--- config.mk ---
export PLATFORM = sky130hd
export DESIGN_NAME = frame_buffer_top
export DESIGN_NICKNAME = d
export VERILOG_FILES = /design/src/frame_pkg.sv /design/src/frame_rx_check.sv /design/src/frame_fifo.sv /design/src/frame_tx_strip.sv /design/src/frame_buffer_top.sv
export SDC_FILE = /design/constraint.sdc
export NUM_CORES = 1
export LEC_CHECK = 0
export BUFFER_PORTS_ARGS = -buffer_cell sky130_fd_sc_hd__buf_2
export CAP_MARGIN = 25
export CORE_MARGIN = 5
export CORE_UTILIZATION = 55
export CTS_CLUSTER_DIAMETER = 30
export CTS_CLUSTER_SIZE = 20
export DETAILED_ROUTE_END_ITERATION = 10
export PLACE_DENSITY = 0.71
export SLEW_MARGIN = 0
export SYNTH_ARGS = -nofsm -noshare
export SYNTH_HDL_FRONTEND = slang
export SYNTH_SLANG_ARGS = --single-unit
export TNS_END_PERCENT = 5
--- constraint.sdc ---
create_clock -name clk -period 2.7 [get_ports clk]
set_input_delay 0.54 -clock clk [delete_from_list [all_inputs] [get_ports clk]]
set_output_delay 0.54 -clock clk [all_outputs]
set_load 0.01 [all_outputs]
--- src/frame_pkg.sv ---
package frame_pkg;

  // one byte of the stream.
  typedef logic [7:0] byte_t;

  // statistics counters wrap silently.
  typedef logic [15:0] count_t;

  // frame store sizing.
  localparam int FIFO_ADDR_WIDTH = 6;
  localparam int FIFO_DEPTH = 2 ** FIFO_ADDR_WIDTH;

  // extra msb tells full from empty when the address bits match.
  typedef logic [FIFO_ADDR_WIDTH:0] fifo_ptr_t;

  // the stripper either has nothing or one byte held back.
  typedef enum logic {
    strip_empty   = 1'b0,
    strip_holding = 1'b1
  } strip_state_t;

endpackage

--- src/frame_rx_check.sv ---
`timescale 1ns/1ps

module frame_rx_check
  import frame_pkg::*;
(
  input  logic   clk,
  input  logic   rst,
  input  byte_t  in_data,
  input  logic   in_valid,
  input  logic   in_last,
  output logic   in_ready,
  output byte_t  chk_data,
  output logic   chk_valid,
  output logic   chk_last,
  output logic   chk_bad,
  output count_t bad_count
);

  byte_t sum_q;       // sum of the bytes seen so far in this frame.
  logic  first_q;     // next byte opens a frame.
  logic  accept;
  logic  frame_bad;

  // the frame fifo takes a byte every cycle, so the output register
  // is always either empty or being drained.
  assign in_ready = 1'b1;

  assign accept = in_valid & in_ready;

  // a one-byte frame carries only a checksum and no payload.
  assign frame_bad = first_q | (in_data != sum_q);

  always_ff @(posedge clk) begin
    if (rst) begin
      chk_valid <= 1'b0;
      sum_q     <= '0;
      first_q   <= 1'b1;
      bad_count <= '0;
    end else begin
      chk_valid <= accept;
      if (accept) begin
        if (in_last) begin
          sum_q   <= '0;
          first_q <= 1'b1;
          if (frame_bad) begin
            bad_count <= bad_count + 1'b1;
          end
        end else begin
          sum_q   <= sum_q + in_data; // modulo 256.
          first_q <= 1'b0;
        end
      end
    end
  end

  // payload side of the register slice.
  always_ff @(posedge clk) begin
    if (accept) begin
      chk_data <= in_data;
      chk_last <= in_last;
      chk_bad  <= in_last & frame_bad;
    end
  end

endmodule

--- src/frame_fifo.sv ---
`timescale 1ns/1ps

module frame_fifo
  import frame_pkg::*;
(
  input  logic   clk,
  input  logic   rst,
  input  byte_t  chk_data,
  input  logic   chk_valid,
  input  logic   chk_last,
  input  logic   chk_bad,
  output byte_t  fifo_data,
  output logic   fifo_valid,
  output logic   fifo_last,
  input  logic   fifo_ready,
  output count_t drop_count
);

  // each entry is the last marker above the data byte.
  logic [$bits(byte_t):0] mem [FIFO_DEPTH];

  fifo_ptr_t wr_ptr;      // end of the last committed frame.
  fifo_ptr_t wr_ptr_cur;  // next write inside the frame being stored.
  fifo_ptr_t wr_ptr_rd;   // committed pointer as seen by the read side.
  fifo_ptr_t rd_ptr;
  logic      drop_q;      // rest of the current frame is discarded.

  logic full_cur;
  logic empty;
  logic out_free;
  logic load;

  // the frame in progress has caught up with the read pointer.
  assign full_cur = (wr_ptr_cur[FIFO_ADDR_WIDTH] != rd_ptr[FIFO_ADDR_WIDTH]) &&
                    (wr_ptr_cur[FIFO_ADDR_WIDTH-1:0] == rd_ptr[FIFO_ADDR_WIDTH-1:0]);

  assign empty    = (wr_ptr_rd == rd_ptr);
  assign out_free = ~fifo_valid | fifo_ready;
  assign load     = out_free & ~empty;

  // the write side never stalls.
  always_ff @(posedge clk) begin
    if (rst) begin
      wr_ptr     <= '0;
      wr_ptr_cur <= '0;
      drop_q     <= 1'b0;
      drop_count <= '0;
    end else if (chk_valid) begin
      if (full_cur || drop_q) begin
        drop_q <= 1'b1;
        if (chk_last) begin
          wr_ptr_cur <= wr_ptr;   // roll back to the commit point.
          drop_q     <= 1'b0;
          if (!chk_bad) begin
            drop_count <= drop_count + 1'b1; // bad frames are counted upstream.
          end
        end
      end else begin
        wr_ptr_cur <= wr_ptr_cur + 1'b1;
        if (chk_last) begin
          if (chk_bad) begin
            wr_ptr_cur <= wr_ptr;
          end else begin
            wr_ptr <= wr_ptr_cur + 1'b1; // publish the whole frame.
          end
        end
      end
    end
  end

  always_ff @(posedge clk) begin
    if (chk_valid && !full_cur && !drop_q) begin
      mem[wr_ptr_cur[FIFO_ADDR_WIDTH-1:0]] <= {chk_last, chk_data};
    end
  end

  // one cycle of delay between commit and the read side.
  always_ff @(posedge clk) begin
    if (rst) begin
      wr_ptr_rd <= '0;
    end else begin
      wr_ptr_rd <= wr_ptr;
    end
  end

  // read side with a registered output.
  always_ff @(posedge clk) begin
    if (rst) begin
      rd_ptr     <= '0;
      fifo_valid <= 1'b0;
    end else if (out_free) begin
      fifo_valid <= ~empty;
      if (!empty) begin
        rd_ptr <= rd_ptr + 1'b1;
      end
    end
  end

  always_ff @(posedge clk) begin
    if (load) begin
      {fifo_last, fifo_data} <= mem[rd_ptr[FIFO_ADDR_WIDTH-1:0]];
    end
  end

endmodule

--- src/frame_tx_strip.sv ---
`timescale 1ns/1ps

module frame_tx_strip
  import frame_pkg::*;
(
  input  logic  clk,
  input  logic  rst,
  input  byte_t fifo_data,
  input  logic  fifo_valid,
  input  logic  fifo_last,
  output logic  fifo_ready,
  output byte_t out_data,
  output logic  out_valid,
  output logic  out_last,
  input  logic  out_ready
);

  strip_state_t state_q;
  byte_t        hold_q;     // newest byte of the frame, not yet known to be payload.
  logic         out_free;
  logic         take;

  assign out_free = ~out_valid | out_ready;

  // with nothing held an arriving byte only fills the hold register.
  assign fifo_ready = (state_q == strip_empty) | out_free;
  assign take       = fifo_valid & fifo_ready;

  always_ff @(posedge clk) begin
    if (rst) begin
      state_q   <= strip_empty;
      out_valid <= 1'b0;
    end else begin
      if (out_ready) begin
        out_valid <= 1'b0;
      end
      if (take) begin
        case (state_q)
          strip_empty: begin
            if (!fifo_last) begin
              state_q <= strip_holding;
            end // a lone last byte is a checksum with nothing to carry.
          end
          strip_holding: begin
            out_valid <= 1'b1; // the held byte is payload.
            if (fifo_last) begin
              state_q <= strip_empty; // checksum byte is consumed here.
            end
          end
          default: begin
            state_q <= strip_empty;
          end
        endcase
      end
    end
  end

  always_ff @(posedge clk) begin
    if (take) begin
      if (state_q == strip_holding) begin
        out_data <= hold_q;
        out_last <= fifo_last; // last moves onto the final payload byte.
      end
      hold_q <= fifo_data;
    end
  end

endmodule

--- src/frame_buffer_top.sv ---
`timescale 1ns/1ps

module frame_buffer_top
  import frame_pkg::*;
(
  input  logic   clk,
  input  logic   rst,
  input  byte_t  in_data,
  input  logic   in_valid,
  input  logic   in_last,
  output logic   in_ready,
  output byte_t  out_data,
  output logic   out_valid,
  output logic   out_last,
  input  logic   out_ready,
  output count_t bad_count,
  output count_t drop_count
);

  byte_t chk_data;
  logic  chk_valid;
  logic  chk_last;
  logic  chk_bad;

  byte_t fifo_data;
  logic  fifo_valid;
  logic  fifo_last;
  logic  fifo_ready;

  frame_rx_check frame_rx_check_i (
    .clk       (clk),
    .rst       (rst),
    .in_data   (in_data),
    .in_valid  (in_valid),
    .in_last   (in_last),
    .in_ready  (in_ready),
    .chk_data  (chk_data),
    .chk_valid (chk_valid),
    .chk_last  (chk_last),
    .chk_bad   (chk_bad),
    .bad_count (bad_count)
  );

  frame_fifo frame_fifo_i (
    .clk        (clk),
    .rst        (rst),
    .chk_data   (chk_data),
    .chk_valid  (chk_valid),
    .chk_last   (chk_last),
    .chk_bad    (chk_bad),
    .fifo_data  (fifo_data),
    .fifo_valid (fifo_valid),
    .fifo_last  (fifo_last),
    .fifo_ready (fifo_ready),
    .drop_count (drop_count)
  );

  frame_tx_strip frame_tx_strip_i (
    .clk        (clk),
    .rst        (rst),
    .fifo_data  (fifo_data),
    .fifo_valid (fifo_valid),
    .fifo_last  (fifo_last),
    .fifo_ready (fifo_ready),
    .out_data   (out_data),
    .out_valid  (out_valid),
    .out_last   (out_last),
    .out_ready  (out_ready)
  );

endmodule

==> key figures <==
CTS
  • Max H-tree Level: 3
  • Number of sinks driven by the clock tree: 686
  • CTS tree: yes
  • Post-CTS clock slew at the launch and capture registers of the worst setup and hold paths: 0.05 ns
  • Maximum clock path buffer count: 3
  • Skew-Pair Late Insertion Delay: 0.64 ns
  • Number of CTS-inserted buffers: 117
  • Post-CTS setup buffer count: 0
  • Root Driver: sky130_fd_sc_hd__clkbuf_16

GRT
  • Wire length of the first global-routing pass: 94200 um
  • Pin count of the biggest net entering global routing: 70
  • GRT Resource Usage Total: 0.234
  • Met3 Resource Use GR: 0.0513
  • Global-route congestion overflow total: 0
  • Initial antenna violation count: 1
  • Fraction of met1 tracks used by global routing: 0.325
  • Global routing met2 resource utilization: 0.374
  • Top Usage Layer GRT: met2
  • Vias in the first global route: 15200

Power
  • Total Power Consumption: 30800 uW
  • Peak VDD IR: 0.611 mV
  • Leakage dissipation: 0.0111 uW
  • Power per Cell Area: 935 nW/um^2

Critical path
  • Critical-path top delay cell: sky130_fd_sc_hd__mux4_2
  • Buf/Inv on CP: 1
  • Maximum single-stage delay on the critical path: 0.54 ns
  • Crit. End Element: flip-flop
  • Worst setup path class: flip-flop to flip-flop
  • Data arrival time of the critical path: 3.03 ns
  • Worst-path maximum fanout: 34
  • Category of cells accounting for the largest share of critical-path delay: compound AO/OA/AOI/OAI gates
  • Cells along the critical path: buf_16, mux4_2, a22oi_1, and3_1, a211o_1, o221ai_1
  • Required arrival time at the worst endpoint: 3.06 ns
  • Type of origin of the critical path: flip-flop

Run
  • Number of max-cap violations: 0

Timing
  • Final critical-path share of the clock period: 0.990
  • Setup clock skew after layout: 0.0240 ns
  • Unrepaired setup endpoints after global routing: true
  • Number of setup violations in the final report: 0
  • Min cycle time layout: 2.67 ns
  • Maximum clock frequency: 374 MHz
  • Count of final hold-check violations: 0
  • Worst-case headroom to the max-slew limit: 0.384
  • Max Slew Vio Count: 0
  • Slew at the pin closest to its max-slew limit: 0.921 ns
  • Post-route worst setup slack: 0.0281 ns

Detailed routing
  • Post-detailed-route via-to-cell ratio: 6.01
  • Pre-Repair DR Iteration Count: 5
  • Post-detailed-route wirelength per cell: 25.5 um
  • Iter 0 DRT Violations: 1537
  • Number of vias in the routed layout: 14700
  • Final antenna-violating net count: 0
  • Residual DRC: 0
  • Aggregate routed wire length: 62500 um

Synthesis
  • YS warnings: 0
  • Number of enable-type register cells in the synthesized netlist: 612
  • Synth Area in Adders: 0.00584
  • Synth Area per Inst: 18.5 sq um
  • Main combinational cell family by area after synthesis: multiplexers
  • Flip-flop and latch count after synthesis: 686
  • Post-synthesis simple-gate area fraction: 0.0532
  • Mux contribution to synthesized area: 0.124
  • Sequential cell area fraction in the yosys report: 0.736
  • Compound-Gate Fraction of Synth Area: 0.0425
  • Dominant register cell in the synthesized netlist: sky130_fd_sc_hd__edfxtp_1
  • Share of async-settable or async-resettable flops after synthesis: 0
  • Netlist area before placement: 27000 sq um
  • Post-synthesis share of cell area spent on xor and xnor gates: 0.0188
  • Synthesized netlist cell count: 1458
  • Synthesized Nets: 1483
  • Netlist cell types: 65

Placed design
  • Hpwl dp: 36800 um
  • Total of buffers placed on input and output ports: 54
  • Post-Place Setup Slack: 0.0677 ns
  • Cell area reported after detailed placement: 28800 sq um
  • Final RePlAce weighted congestion: 0.870

Cells and area
  • Synthesis-to-layout area growth: 21.9%
  • # diodes: 0
  • Filler instances: 3058
  • Nets: 1711
  • Fraction of final layout cells with drive strength greater than 1: 0.315
  • Cell area after layout: 32900 sq um

Floorplanning
  • Row Count: 81
  • Initial Utilization: 0.553
  • DIE WIDTH: 231 um
  • Core Footprint: 48700 sq um
  • Area of the die: 53600 sq um
  • I/O pin count: 56
  • Die height: 231 um

Hold path
  • Path type of the worst min-delay path: input port to flip-flop

Run status
  • Run status: completed
## path summary, 6_finish.rpt
kind / startpoint / end / slack [ns] / cells past startpoint
setup / recovery: frame_fifo_i.rd_ptr[0] / frame_fifo_i.fifo_data[5] / 0.03 / 6
hold / removal: in_data[4] / frame_rx_check_i.chk_data[4] / 0.10 / 1
hold reg to reg: frame_tx_strip_i.hold_q[0] / frame_tx_strip_i.out_data[0] / 0.42 / 0
setup reg to reg: frame_fifo_i.rd_ptr[0] / frame_fifo_i.fifo_data[5] / 0.03 / 6
## cells by family (layout without fill, tap and decap cells)
logic type	count (synthesis)	count (layout)
flops	686	686
simple gates	301	301
mux	162	162
compound gates	148	148
buf+inv	90	417
xor+xnor	58	58
fa+ha+maj	12	12
other cells	1	1
## through the flow
step           utilization  setup TNS (ns)  hold WS, ns  std cells
6_report             0.675               0        0.101       2449
5_1_grt              0.675       -0.000199       0.0670       2449
2_1_floorplan            -               0        0.400       1458
4_1_cts              0.674               0       0.0605       2449
3_3_place_gp         0.590               0        0.407       2231
3_5_place_dp         0.590               0        0.412       2231
## sequential cells by signal, summed over array words and instances, names as in the netlist, 7 cells and up
register                    cells
frame_fifo_i.mem              576
frame_rx_check_i.sum_q          8
frame_fifo_i.wr_ptr_rd          7
frame_fifo_i.wr_ptr_cur         7
frame_tx_strip_i.hold_q         8
frame_fifo_i.rd_ptr             7
frame_fifo_i.wr_ptr             7
frame_fifo_i.drop_count        16
frame_tx_strip_i.out_data       8
frame_fifo_i.fifo_data          8
frame_rx_check_i.bad_count     16
frame_rx_check_i.chk_data       8
## where the power goes
| group | internal [uW] | leakage (uW) | total (uW) | switching [uW] |
|---|---|---|---|---|
| Sequential | 11900 | 0.00612 | 12100 | 179 |
| Combinational | 1620 | 0.00297 | 3500 | 1880 |
| Clock | 9960 | 0.00199 | 15200 | 5210 |
## layout make-up
type / instances / area, sq um / share of cell area
Sequential cell: 686 / 19900 / 0.604
Multi-Input combinational cell: 682 / 6610 / 0.201
Clock buffer: 131 / 3060 / 0.0932
Timing Repair Buffer: 188 / 1420 / 0.0432
Clock inverter: 87 / 1060 / 0.0322
Tap cell: 664 / 831 / 0.0253
Inverter: 11 / 41.3 / 0.00126
## cell usage after synthesis (20+ instances only)
master,number,area [sq um]
sky130_fd_sc_hd__edfxtp_1,612,18400
sky130_fd_sc_hd__nor2_1,137,514
sky130_fd_sc_hd__mux4_2,136,3060
sky130_fd_sc_hd__dfxtp_1,74,1480
sky130_fd_sc_hd__nand2_1,48,180
sky130_fd_sc_hd__xnor2_1,35,307
sky130_fd_sc_hd__a221oi_1,29,254
sky130_fd_sc_hd__clkbuf_1,28,105
sky130_fd_sc_hd__a22oi_1,26,195
sky130_fd_sc_hd__nand3_1,24,120
sky130_fd_sc_hd__buf_2,23,115
sky130_fd_sc_hd__xor2_1,23,201
sky130_fd_sc_hd__a21oi_1,20,100
## layer usage
layer / share of wire / vias up
li1: - / 6372
met1: 0.40 / 7574
met2: 0.49 / 645
met3: 0.075 / 135
met4: 0.033 / 2
met5: 0.00022 / -
## layout by cell type (no fill, tap or decap), drive strengths merged, types with 6 or more instances in the layout
cell type / Yosys / layout
edfxtp: 612 / 612
buf: 51 / 188
nor2: 139 / 139
mux4: 136 / 136
clkbuf: 28 / 131
dfxtp: 74 / 74
nand2: 48 / 48
clkinv: 0 / 38
xnor2: 35 / 35
a221oi: 32 / 32
inv: 11 / 30
a22oi: 26 / 26
nand3: 24 / 24
xor2: 23 / 23
a21oi: 21 / 21
mux2: 20 / 20
nor2b: 18 / 18
bufinv: 0 / 18
o21ai: 17 / 17
a22o: 16 / 16
and3: 16 / 16
nor3: 15 / 15
clkinvlp: 0 / 12
ha: 11 / 11
nand4: 10 / 10
nor4: 8 / 8
a211o: 7 / 7
o221ai: 7 / 7
mux2i: 6 / 6
or3: 6 / 6
## what timing repair did
item                                    in CTS  in global routing
endpoints found under the setup margin       0                  3
gates resized for setup                      0                  2
hold endpoints to repair                     0                  0
hold buffers                                 0                  0
Note: power is estimated with default switching activity, not from simulation.
